--- config.mk ---
export PLATFORM = sky130hd
export DESIGN_NAME = sdram_wb_front
export DESIGN_NICKNAME = d
export VERILOG_FILES = /design/src/common/sdram_pkg.sv /design/src/sdram_ctrl/sdram_wb_front.sv
export SDC_FILE = /design/constraint.sdc
export NUM_CORES = 1
export LEC_CHECK = 0
export BUFFER_PORTS_ARGS = -buffer_cell sky130_fd_sc_hd__buf_2
export CAP_MARGIN = 20
export CORE_ASPECT_RATIO = 1.2
export CORE_MARGIN = 4
export CORE_UTILIZATION = 45
export DETAILED_ROUTE_END_ITERATION = 8
export PLACE_DENSITY = 0.81
export SLEW_MARGIN = 20
export SYNTH_ARGS = -nofsm -noshare
export SYNTH_HDL_FRONTEND = slang
export SYNTH_SLANG_ARGS = --single-unit
export TNS_END_PERCENT = 50
--- constraint.sdc ---
create_clock -name CLK -period 5.25 [get_ports CLK]
set_input_delay 1.575 -clock CLK [delete_from_list [all_inputs] [get_ports CLK]]
set_output_delay 1.575 -clock CLK [all_outputs]
set_load 0.03 [all_outputs]
--- src/common/sdram_pkg.sv ---
package sdram_pkg;

    // one-hot controller operations, all zero is a NOP
    typedef logic [5:0] op_t;

    localparam op_t op_nop   = 6'b000000;
    localparam op_t op_ref   = 6'b000001;
    localparam op_t op_pre   = 6'b000010;
    localparam op_t op_act   = 6'b000100;
    localparam op_t op_write = 6'b001000;
    localparam op_t op_read  = 6'b010000;
    localparam op_t op_mrs   = 6'b100000;

    // cas latency selector and its cycle count
    typedef logic cas_t;

    localparam cas_t cas_2 = 1'b0;
    localparam cas_t cas_3 = 1'b1;

    localparam int n_cas [2] = '{2, 3};

    // device geometry
    localparam int row_w  = 13;
    localparam int bank_w = 2;
    localparam int col_w  = 9;

    // read tag, zero means no read in flight
    typedef logic [3:0] tag_t;

    // one command word, read as write data, read tag or mode value
    typedef union packed {
        logic [15:0] wdata;
        struct packed {
            logic [11:0] pad;
            tag_t        tag;
        } rd;
        struct packed {
            logic              pad;
            logic [bank_w-1:0] ba;
            logic [row_w-1:0]  addr;
        } mrs;
    } payload_u;

    // A10 on PRECHARGE closes every bank
    localparam int pall_bit = 10;

    // mode register burst length field for single word bursts
    localparam logic [2:0] bl_1 = 3'b000;

endpackage
--- src/sdram_ctrl/sdram_wb_front.sv ---
module sdram_wb_front (
    input  logic                                CLK,
    input  logic                                rst_n,
    input  logic                                cyc,
    input  logic                                stb,
    input  logic                                we,
    input  logic [23:0]                         adr,
    input  logic [15:0]                         dat_w,
    input  logic [1:0]                          sel,
    input  logic                                grant,
    input  logic [15:0]                         rd_data,
    input  sdram_pkg::tag_t                     rd_tag,
    output logic                                ack,
    output logic [15:0]                         dat_r,
    output logic                                req,
    output sdram_pkg::op_t                      req_op,
    output logic [sdram_pkg::bank_w-1:0]        req_bank,
    output logic [sdram_pkg::row_w-1:0]         req_row,
    output logic [sdram_pkg::col_w-1:0]         req_col,
    output logic [1:0]                          req_dqm,
    output sdram_pkg::payload_u                 req_payload
);

    localparam logic [1:0] f_idle = 2'd0;
    localparam logic [1:0] f_req  = 2'd1;
    localparam logic [1:0] f_rd   = 2'd2;

    logic [1:0]      state;
    sdram_pkg::tag_t tag_cnt;
    logic            start;
    logic            tag_hit;

    // ack blocks a restart while the master is still dropping stb
    assign start   = (state == f_idle) && cyc && stb && !ack;
    assign tag_hit = (state == f_rd) && (rd_tag == req_payload.rd.tag);

    always_ff @(posedge CLK) begin
        if (!rst_n) begin
            state   <= f_idle;
            req     <= 1'b0;
            ack     <= 1'b0;
            tag_cnt <= 4'd1;
        end else begin
            ack <= 1'b0;
            case (state)
                f_idle: if (start) begin
                    req   <= 1'b1;
                    state <= f_req;
                    // tags wrap from 15 back to 1, never zero
                    if (!we) begin
                        tag_cnt <= (tag_cnt == 4'hf) ? 4'd1 : tag_cnt + 4'd1;
                    end
                end
                f_req: if (grant) begin
                    req <= 1'b0;
                    if (req_op == sdram_pkg::op_write) begin
                        ack   <= 1'b1;
                        state <= f_idle;
                    end else begin
                        state <= f_rd;
                    end
                end
                f_rd: if (tag_hit) begin
                    ack   <= 1'b1;
                    state <= f_idle;
                end
                default: state <= f_idle;
            endcase
        end
    end

    // request fields stay put until grant
    always_ff @(posedge CLK) begin
        if (start) begin
            req_op   <= we ? sdram_pkg::op_write : sdram_pkg::op_read;
            req_col  <= adr[sdram_pkg::col_w-1:0];
            req_row  <= adr[sdram_pkg::col_w +: sdram_pkg::row_w];
            req_bank <= adr[sdram_pkg::col_w + sdram_pkg::row_w +: sdram_pkg::bank_w];
            req_dqm  <= ~sel;
            if (we) begin
                req_payload.wdata <= dat_w;
            end else begin
                req_payload.rd.pad <= '0;
                req_payload.rd.tag <= tag_cnt;
            end
        end
        if (tag_hit) begin
            dat_r <= rd_data;
        end
    end

endmodule

==> impl_metrics.py <==
metrics = {
    "worst_setup_path": {
        "crit_path_top_delay_cell": "inv_2",
        "cp_max_fo": 48,
        "r2r_start": "state[1]",
        "crit_path_max_incr_delay_ps": 770,
        "crit_type": "primary input to flop",
        "crit_start": "cyc",
        "crit_buf_inv": 2,
        "worstPathCellList": "buf_2, nand4b_1, inv_2, a31oi_1, a311oi_1",
        "cp_top_family": "buffers and inverters",
        "start_kind": "primary input",
        "crit_required_ps": 5490,
        "r2r_cells": 6,
        "worstSetupPathDepth": 5,
        "critPathArrivalTime_ps": 3110,
        "r2r_slack_ps": 3060,
        "crit_end": "state[0]",
        "worstReg2RegEnd": "state[0]",
        "end_kind": "flop",
    },
    "floorplanning": {
        "core_area_mm2": 0.00530,
        "die_area_mm2": 0.00675,
        "rows": 29,
        "die_y_um": 89.2,
        "die_width_um": 75.6,
        "boundaryPins": 134,
        "start_util_pct": 46.6,
    },
    "synth": {
        "synth_largest_area_cell": "edfxtp_1",
        "syn_inst": 145,
        "synth-edff-count": 60,
        "synth_seq_area_share_pct": 79.4,
        "syn_area_per_cell_um2": 17.0,
        "ys_top_cells_by_area": "edfxtp_1, dfxtp_1, and2_1",
        "yosys.cell_types.count": 29,
        "ys_dominant_reg_cell": "edfxtp_1",
        "synth_top_area_share_pct": 72.9,
        "synth-async-reset-ratio_pct": 0,
        "ys_ff_latch": 68,
        "ys_warn_count": 0,
        "synth_area_mm2": 0.00247,
    },
    "sta": {
        "fmax_ghz": 0.350,
        "fin_crit_ps": 2860,
        "finalHoldViolCount": 0,
        "min_period_over_period_pct": 54.5,
        "setup_viol": 0,
        "grt_setup_unrepaired": "false",
        "fin_skew_ps": 5.49,
        "fin_setup_tns_ps": 0,
        "slew_headroom_pct": 35.9,
        "tightest_slew_ps": 961,
        "final_max_slew_viol_count": 0,
    },
    "power_and_ir_drop": {
        "powerDensity_mw_per_mm2": 367,
        "total_power_w": 0.00125,
        "vdd_ir_drop_max_uv": 234,
        "p_leak_nw": 1.46,
    },
    "clock_tree": {
        "cts_buffers": 9,
        "cts_hold_buf": 0,
        "cts-root-buf": "clkbuf_8",
        "ctsResizeCount": 0,
        "post-cts-setup-buffers": 0,
        "path_clk_slew_ps": 70,
        "htreeDepth": 3,
        "cts_tree": "done",
        "clkSinkCount": 68,
        "max-clock-path-buffers": 2,
        "clock_latency_ps": 330,
    },
    "grt": {
        "antenna_found_initial": 0,
        "grt_max_degree": 49,
        "grt_overflow": 0,
        "first_global_vias": 1591,
        "grt_usage_pct": 16.7,
        "grt_pass1_wl_mm": 7.84,
    },
    "run_status": {
        "status": "finished clean",
    },
    "detailed_routing": {
        "drtIter0Drc": 92,
        "route.vias.total": 1676,
        "via_per_inst": 4.80,
        "routedWlPerCell_um": 15.6,
        "finalWirelength_mm": 5.44,
        "drc": 0,
        "first_pass_iters": 5,
        "antenna_left": 0,
    },
    "layout": {
        "finalNonFillerCells": 349,
        "layout_commonest_cell": "buf_2",
        "mostFrequentLayoutCells": "buf_2, edfxtp_1, and2_1, clkbuf_8, dfxtp_1",
        "syn_to_final_growth_pct": 37.9,
        "nets": 354,
        "diodes": 0,
        "fin_util_pct": 64.3,
        "drive_above_1_share_pct": 52.6,
    },
    "placed_design": {
        "dp.cells": 333,
        "port_buffers": 129,
        "place_congestion": 0.771,
        "hpwl_mm": 4.03,
    },
    "min_path": {
        "holdPathStages": 1,
        "hold_class": "flop to flop",
    },
    "job": {
        "maxCapViolCount": 0,
    },
}
-- flip-flops by register name, summed over array words and instances (netlist names) --
name	cells
tag_cnt	4
req_payload	16
req_bank	2
req_col	9
state	2
req_op	2
req_row	13
req_dqm	2
req	1
dat_r	16
ack	1
-- through the flow --
| stage | area, µm² | hold WS (ps) | setup WS (ps) |
|---|---|---|---|
| floorplan | 2480 | 466 | 2030 |
| global placement | 3170 | 488 | 2090 |
| detailed placement | 3170 | 494 | 2040 |
| CTS | 3410 | 534 | 2380 |
| global route | 3410 | 554 | 2140 |
| finish | 3410 | 543 | 2390 |
-- worst min-delay path by stage --
stage,to,slack [ps],from
after floorplan,tag_cnt[3],470,tag_cnt[3]
after global placement,tag_cnt[3],490,tag_cnt[3]
after detailed placement,tag_cnt[3],490,tag_cnt[3]
after CTS,tag_cnt[3],530,tag_cnt[3]
after global routing,tag_cnt[3],550,tag_cnt[3]
final,tag_cnt[3],540,tag_cnt[3]
-- logic make-up after synthesis --
group | synth area share (%)
buffers and inverters | 2.73
other | 0.152
flip-flops | 79.4
adder cells (fa/ha/maj) | 2.03
AO/OA/AOI/OAI | 3.95
AND/OR/NAND/NOR | 8.15
multiplexers | 1.82
XOR/XNOR | 1.77
-- power by group --
part	switching, W	internal [W]	leakage [nW]
Combinational	0.0000804	0.0000419	0.721
Sequential	0.00000707	0.000613	0.622
Clock	0.000193	0.000314	0.117
Total	0.000281	0.000969	1.46
-- cell usage after synthesis, drive strengths merged (4+ instances only) --
library cell,instances
and2,13
dfxtp,8
nor2,7
mux2,4
xor2,5
buf,4
ha,4
nand3,5
edfxtp,60
nand2,6
inv,8
-- metal layers --
layer	wire (µm)	track usage, %
met5	0	0
met4	67	6.68
met3	543	8.10
met2	2910	28.0
met1	1920	17.8
-- final cells by class --
type / count / area (µm²)
Clock buffer: 9 / 124
Tap cell: 62 / 77.6
Multi-Input combinational cell: 66 / 453
Fill cell: 409 / 1890
Inverter: 8 / 30.0
Sequential cell: 68 / 1960
Timing Repair Buffer: 129 / 646
Clock inverter: 7 / 115
(Power assumes the default switching activity.)
