`src/common/sdram_pkg.sv`:
```
package sdram_pkg;

    // one-hot controller operations, all zero is a NOP
    typedef logic [5:0] op_t;

    localparam op_t op_nop   = 6'b000000;
    localparam op_t op_ref   = 6'b000001;
    localparam op_t op_pre   = 6'b000010;
    localparam op_t op_act   = 6'b000100;
    localparam op_t op_write = 6'b001000;
    localparam op_t op_read  = 6'b010000;
    localparam op_t op_mrs   = 6'b100000;

    // cas latency selector and its cycle count
    typedef logic cas_t;

    localparam cas_t cas_2 = 1'b0;
    localparam cas_t cas_3 = 1'b1;

    localparam int n_cas [2] = '{2, 3};

    // device geometry
    localparam int row_w  = 13;
    localparam int bank_w = 2;
    localparam int col_w  = 9;

    // read tag, zero means no read in flight
    typedef logic [3:0] tag_t;

    // one command word, read as write data, read tag or mode value
    typedef union packed {
        logic [15:0] wdata;
        struct packed {
            logic [11:0] pad;
            tag_t        tag;
        } rd;
        struct packed {
            logic              pad;
            logic [bank_w-1:0] ba;
            logic [row_w-1:0]  addr;
        } mrs;
    } payload_u;

    // A10 on PRECHARGE closes every bank
    localparam int pall_bit = 10;

    // mode register burst length field for single word bursts
    localparam logic [2:0] bl_1 = 3'b000;

endpackage
```
`src/sdram_ctrl/sdram_sched.sv`:
```
module sdram_sched #(
    parameter sdram_pkg::cas_t cas = sdram_pkg::cas_3,
    parameter int t_rc   = 9,
    parameter int t_ras  = 6,
    parameter int t_rp   = 3,
    parameter int t_rcd  = 3,
    parameter int t_mrd  = 2,
    parameter int t_dpl  = 2,
    parameter int t_init = 14250,
    parameter int t_ref  = 1114
) (
    input  logic                         CLK,
    input  logic                         rst_n,
    input  logic                         req,
    input  sdram_pkg::op_t               req_op,
    input  logic [sdram_pkg::bank_w-1:0] req_bank,
    input  logic [sdram_pkg::row_w-1:0]  req_row,
    input  logic [sdram_pkg::col_w-1:0]  req_col,
    input  logic [1:0]                   req_dqm,
    input  sdram_pkg::payload_u          req_payload,
    output logic                         grant,
    output logic                         ready,
    output logic                         cke,
    output sdram_pkg::op_t               cmd_op,
    output logic [sdram_pkg::row_w-1:0]  cmd_addr,
    output logic [sdram_pkg::bank_w-1:0] cmd_bank,
    output logic [1:0]                   cmd_dqm,
    output sdram_pkg::payload_u          cmd_payload
);

    localparam int n_bank  = 1 << sdram_pkg::bank_w;
    localparam int sp_w    = 8;
    localparam int tmr_max = (t_init > t_ref) ? t_init : t_ref;
    localparam int tmr_w   = $clog2(tmr_max + 1);

    localparam logic [3:0] s_init_wait = 4'd0;
    localparam logic [3:0] s_ref_pre   = 4'd1;
    localparam logic [3:0] s_ref       = 4'd2;
    localparam logic [3:0] s_mrs       = 4'd3;
    localparam logic [3:0] s_mrs_wait  = 4'd4;
    localparam logic [3:0] s_idle      = 4'd5;
    localparam logic [3:0] s_pre       = 4'd6;
    localparam logic [3:0] s_act       = 4'd7;
    localparam logic [3:0] s_col       = 4'd8;

    logic [3:0]                   state;
    logic [tmr_w-1:0]             tmr;
    logic                         ref_pend;
    logic                         ref_left;
    logic [n_bank-1:0]            open_vld;
    logic [sdram_pkg::row_w-1:0]  open_row [n_bank];
    logic [sp_w-1:0]              since_act, since_pre, since_wr, since_ref, since_mrs;
    logic                         pre_ok, act_ok, col_ok, ref_ok, mrs_ok, issue;
    sdram_pkg::op_t               op_nxt;
    logic [sdram_pkg::row_w-1:0]  addr_nxt;
    logic [sdram_pkg::bank_w-1:0] bank_nxt;
    logic [1:0]                   dqm_nxt;
    sdram_pkg::payload_u          pay_nxt;

    function automatic logic [sp_w-1:0] sat_inc(input logic [sp_w-1:0] v);
        return (v == '1) ? v : v + 1'b1;
    endfunction

    // spacing is kept across all banks, conservative but simple
    assign pre_ok = (since_act >= t_ras) && (since_wr >= t_dpl);
    assign act_ok = (since_pre >= t_rp) && (since_act >= t_rc) && (since_ref >= t_rc);
    assign col_ok = since_act >= t_rcd;
    assign ref_ok = (since_pre >= t_rp) && (since_ref >= t_rc);
    assign mrs_ok = since_ref >= t_rc;
    assign issue  = op_nxt != sdram_pkg::op_nop;

    always_comb begin
        op_nxt   = sdram_pkg::op_nop;
        addr_nxt = '0;
        bank_nxt = req_bank;
        dqm_nxt  = '0;
        pay_nxt  = '0;
        case (state)
            s_ref_pre: if (pre_ok) begin
                op_nxt = sdram_pkg::op_pre;
                addr_nxt[sdram_pkg::pall_bit] = 1'b1;
            end
            s_ref: if (ref_ok) op_nxt = sdram_pkg::op_ref;
            s_mrs: if (mrs_ok) begin
                // burst length 1, sequential, cas latency in A[6:4]
                op_nxt = sdram_pkg::op_mrs;
                pay_nxt.mrs.addr[2:0] = sdram_pkg::bl_1;
                pay_nxt.mrs.addr[6:4] = 3'(sdram_pkg::n_cas[cas]);
            end
            s_pre: if (pre_ok) op_nxt = sdram_pkg::op_pre;
            s_act: if (act_ok) begin
                op_nxt   = sdram_pkg::op_act;
                addr_nxt = req_row;
            end
            s_col: if (col_ok) begin
                op_nxt   = req_op;
                addr_nxt = {{(sdram_pkg::row_w - sdram_pkg::col_w){1'b0}}, req_col};
                dqm_nxt  = req_dqm;
                pay_nxt  = req_payload;
            end
            default: ;
        endcase
    end

    always_ff @(posedge CLK) begin
        if (!rst_n) begin
            state     <= s_init_wait;
            tmr       <= '0;
            ref_pend  <= 1'b0;
            ref_left  <= 1'b0;
            open_vld  <= '0;
            grant     <= 1'b0;
            ready     <= 1'b0;
            cke       <= 1'b0;
            cmd_op    <= sdram_pkg::op_nop;
            since_act <= '1;
            since_pre <= '1;
            since_wr  <= '1;
            since_ref <= '1;
            since_mrs <= '1;
        end else begin
            cke    <= 1'b1;
            cmd_op <= op_nxt;
            grant  <= (state == s_col) && issue;

            since_act <= (op_nxt == sdram_pkg::op_act) ? sp_w'(1) : sat_inc(since_act);
            since_pre <= (op_nxt == sdram_pkg::op_pre) ? sp_w'(1) : sat_inc(since_pre);
            since_wr  <= (op_nxt == sdram_pkg::op_write) ? sp_w'(1) : sat_inc(since_wr);
            since_ref <= (op_nxt == sdram_pkg::op_ref) ? sp_w'(1) : sat_inc(since_ref);
            since_mrs <= (op_nxt == sdram_pkg::op_mrs) ? sp_w'(1) : sat_inc(since_mrs);

            // power-up wait, then a free running refresh period
            if (state == s_init_wait) begin
                tmr <= tmr + 1'b1;
                if (tmr >= t_init - 1) begin
                    tmr      <= '0;
                    ref_left <= 1'b1;
                    state    <= s_ref_pre;
                end
            end else if (tmr == tmr_w'(t_ref - 1)) begin
                tmr <= '0;
                if (ready) ref_pend <= 1'b1;
            end else begin
                tmr <= tmr + 1'b1;
            end

            case (state)
                s_ref_pre: if (issue) begin
                    open_vld <= '0;
                    state    <= s_ref;
                end
                s_ref: if (issue) begin
                    if (ready) begin
                        ref_pend <= 1'b0;
                        state    <= s_idle;
                    end else if (ref_left) begin
                        ref_left <= 1'b0;
                    end else begin
                        state <= s_mrs;
                    end
                end
                s_mrs: if (issue) state <= s_mrs_wait;
                s_mrs_wait: if (since_mrs >= t_mrd) begin
                    ready <= 1'b1;
                    state <= s_idle;
                end
                s_idle: if (ref_pend) begin
                    state <= (open_vld != '0) ? s_ref_pre : s_ref;
                end else if (req && !grant) begin
                    if (!open_vld[req_bank]) state <= s_act;
                    else if (open_row[req_bank] == req_row) state <= s_col;
                    else state <= s_pre;
                end
                s_pre: if (issue) begin
                    open_vld[req_bank] <= 1'b0;
                    state              <= s_act;
                end
                s_act: if (issue) begin
                    open_vld[req_bank] <= 1'b1;
                    state              <= s_col;
                end
                s_col: if (issue) state <= s_idle;
                default: ;
            endcase
        end
    end

    always_ff @(posedge CLK) begin
        cmd_addr    <= addr_nxt;
        cmd_bank    <= bank_nxt;
        cmd_dqm     <= dqm_nxt;
        cmd_payload <= pay_nxt;
        if (op_nxt == sdram_pkg::op_act) begin
            open_row[req_bank] <= req_row;
        end
    end

endmodule

```
`config.mk`:
```
export PLATFORM = sky130hd
export DESIGN_NAME = sdram_sched
export DESIGN_NICKNAME = d
export VERILOG_FILES = /design/src/common/sdram_pkg.sv /design/src/sdram_ctrl/sdram_sched.sv
export SDC_FILE = /design/constraint.sdc
export NUM_CORES = 1
export LEC_CHECK = 0
export ABC_AREA = 1
export BUFFER_PORTS_ARGS = -buffer_cell sky130_fd_sc_hd__buf_2
export CAP_MARGIN = 0
export CORE_UTILIZATION = 40
export DETAILED_ROUTE_END_ITERATION = 12
export PLACE_DENSITY = 0.63
export SYNTH_ARGS = -nofsm -noshare
export SYNTH_HDL_FRONTEND = slang
export SYNTH_SLANG_ARGS = --single-unit
export TNS_END_PERCENT = 100
```
`constraint.sdc`:
```
create_clock -name CLK -period 4.4 [get_ports CLK]
set_clock_uncertainty 0.2 [all_clocks]
set_input_delay 1.1 -clock CLK [delete_from_list [all_inputs] [get_ports CLK]]
set_output_delay 1.1 -clock CLK [all_outputs]
set_load 0.05 [all_outputs]
```
==> results.toml <==
[setup_path]
worst_r2r_dst = "open_row[1][6]"
worstPathRequired_ns = 4.52
endpoint_kind = "flop"
timing.reg2reg.worst_path_depth = 13
kind_of_start_point_of_the_critical_path = "input port"
timing.rr.start = "state[1]"
worst_ep_arrival_time_ns = 3.27
reg2reg_setup_slack_ns = 1.33
timing_worst_setup_path_type = "input port to flop"
critPathMaxFanout = 30

[logic_synthesis]
ys.flop_type = "dfxtp_1"
synth_cell_type_count = 39
asyncSetResetFlopFracSynth_pct = 0
netlist_area_sq_um = 7320
synth_area_per_cell_sq_um = 7.82
fraction_of_post_synthesis_cell_area_in_the_top_cell_type_by_area_pct = 29.0
yosysWarningCount = 0
post_synth_inst_count = 936
synth.cells.most_frequent = "nand2_1, nor2_1, dfxtp_1, inv_1, nand3_1"
synth_enable_flop_cells = 52
yosys_register_bits = 158
synth-seq-area-share_pct = 50.3
synth.largest_area_cell = "dfxtp_1"
postSynthNetCount = 1002
synth_top_cells_by_area = "dfxtp_1, edfxtp_1, nand2_1"
most_instantiated_library_cell_after_synthesis = "nand2_1"

[cells_and_area]
footprint_of_the_multi_input_gates_sq_um = 3120
seq_area_sq_um = 3680
post_route_cells_drive_above_1_share_pct = 16.2
stdcell_area_sq_um = 8640
fillCellCount = 1736
number_of_nets_at_the_end_of_the_flow = 1102
syn_to_final_growth_pct = 18.0
n_antenna_cell = 0

[timing]
setup_viol_count_final = 0
final_min_period_ns = 3.15
timing.final.hold_violations = 0
setup_repair_after_global_routing_missed_its_margin = "false"
slew_headroom_pct = 54.1
timing.setup.tns_ns = 0
finalCritPeriodShare_pct = 71.7
tightestPinTransition_ns = 0.687
finalMaxSlewViolations = 0
maximum_operating_frequency_ghz = 0.317

[floorplanning]
io_pins = 93
die_width_microns = 137
die_area_sq_um = 18900
floorplan.core_area_sq_um = 18000
die_height_microns = 137
std_cell_rows = 49
floorplan.initialDensity_pct = 40.8

[power_and_ir_drop]
power_density_nw_per_um2 = 540
cellLeakagePower_nw = 4.17
irDropWorstVdd_mv = 0.342

[global_routing]
gr-total-overflow = 0
grt_start_max_net_pins = 37
grt_pass1_wl_microns = 26800
grt_util_all_layers_pct = 18.5
antenna_found_initial = 0
grt_pass1_vias = 5672

[worst_hold_path]
hold_path.class = "flop to flop"
whs_endpoint = "tmr[0]"
timing.hold.worst.start = "tmr[0]"
worstHoldPathCells = 1

[routing]
vias = 6141
drt_pass1_iterations = 5
vias_per_std_cell = 4.81
drc_viols = 0
number_of_nets_with_antenna_violations_after_routing = 0
wire_per_inst_microns = 12.8
total_length_of_routed_wires_microns = 16300
detailedRoute.firstIterationViolations = 321

[clock_tree]
cts_tree = "done"
clock-sinks = 158
cts-root-buf = "clkbuf_16"
cts_htree_levels = 4
clkSlewWorstSetupHoldPaths_ns = 0.06
cts-buffers-inserted = 17
cts_resized = 0
cts.hold.buffers_added = 0
clockBufferDepth = 2
postCtsSetupRepairBufs = 0
clock_latency_ns = 0.42

[job]
maxCapViolCount = 0

[placed_design]
numPortBuffers = 92
detailed_place_hpwl_microns = 11800
placedInstanceArea_sq_um = 8060
routability_congestion_estimate = 0.823

[run_status]
result_of_the_run = "completed"
## kinds of logic after synthesis
group,share of synthesized area [%]
and+or+nand+nor,31.2
DFF,50.3
buffers and inverters,7.19
AOI/OAI and AO/OA,5.86
xor gates and xnor gates,2.87
adders and majority gates,2.56
## worst max-delay path: stages
cell	delay (ns)
buf_2	0.44
inv_1	0.49
nand2_1	0.17
nand2_1	0.06
nand2_1	0.07
nand2_1	0.06
nand2_1	0.06
nand2_1	0.05
nor2_1	0.10
nand2_1	0.07
nor2_1	0.12
nand2_1	0.11
nand2_1	0.07
nand2_1	0.04
nand2_1	0.05
nand4_1	0.09
nand2_1	0.07
inv_1	0.03
## state kept, by name, summed over array words and instances, names as in the netlist, 2 cells and up
register,cells
open_vld,4
since_wr,8
since_act,8
tmr,14
open_row,52
cmd_payload,16
since_pre,8
state,4
since_ref,8
cmd_bank,2
cmd_op,6
since_mrs,8
cmd_addr,13
cmd_dqm,2
## metrics by stage
step / total power [mW] / hold WS (ns) / std cells / setup WS (ns) / util (%)
global placement: 3.21 / 0.252 / 1246 / 0.885 / 44.9
detailed placement: 3.21 / 0.266 / 1246 / 0.850 / 44.9
CTS: 4.71 / 0.282 / 1277 / 1.26 / 48.1
global route: 5.01 / 0.330 / 1277 / 0.939 / 48.1
floorplan: 2.94 / 0.233 / 936 / 1.09 / -
finish: 4.67 / 0.273 / 1277 / 1.25 / 48.1
## metal layers
metal | part of all wire [%] | wire length, microns | global-route usage (%)
met5 | 0 | 0 | 0
met4 | 1.6 | 263 | 6.84
met3 | 3.8 | 622 | 4.16
met2 | 48 | 7810 | 30.6
met1 | 47 | 7630 | 23.5
## area by class of cell
class,instances,share of cell area (%)
sequential,158,42.6
inverter,119,5.20
tap,229,3.31
clock buffer,20,5.17
timing repair buffer,100,6.02
clock inverter,11,1.62
multi-input combinational,640,36.1
## worst max-delay path by stage
stage                            start              to  slack, ns  cells past startpoint
final                      req_bank[0]        state[1]       1.25                     18
after global routing       req_bank[0]        state[1]       0.94                     18
after CTS                 since_ref[1]  open_row[1][7]       1.26                     14
after detailed placement   req_bank[0]        state[1]       0.85                     18
after global placement     req_bank[0]        state[1]       0.88                     18
after floorplan              req_op[0]  open_row[0][0]       1.09                      7
## placed cells by master, fill, tap and decap left out, types with 2 or more instances in the layout
cell          n
nor3_4        3
clkbuf_16    17
ha_1         15
nand2_2       7
nand2_1     278
clkbuf_1      2
clkinv_1      2
edfxtp_1     52
clkinv_2      2
nor3_1       18
o21ai_1       6
nor2_2        3
nor3b_1       3
nor4_1        6
dfxtp_1     106
buf_4         8
clkinvlp_4    2
nand3_1      58
nor2_1      129
buf_2        92
inv_2        12
a21oi_1      12
bufinv_16     3
o211ai_1      5
o311ai_1      2
inv_6         2
nand2_4       2
inv_1       106
xor2_1       19
o21ai_0      30
xnor2_1       5
nand4_1       9
a31oi_1       9
nor3_2        2
nor2_4        4
o31ai_1       3
nand3_2       4
## power breakdown
part	switching, mW	leakage [nW]	internal [mW]
clock network	0.574	0.282	0.902
logic	0.824	2.55	0.509
registers	0.184	1.33	1.68
No activity file was read; power rests on OpenSTA's default activity.
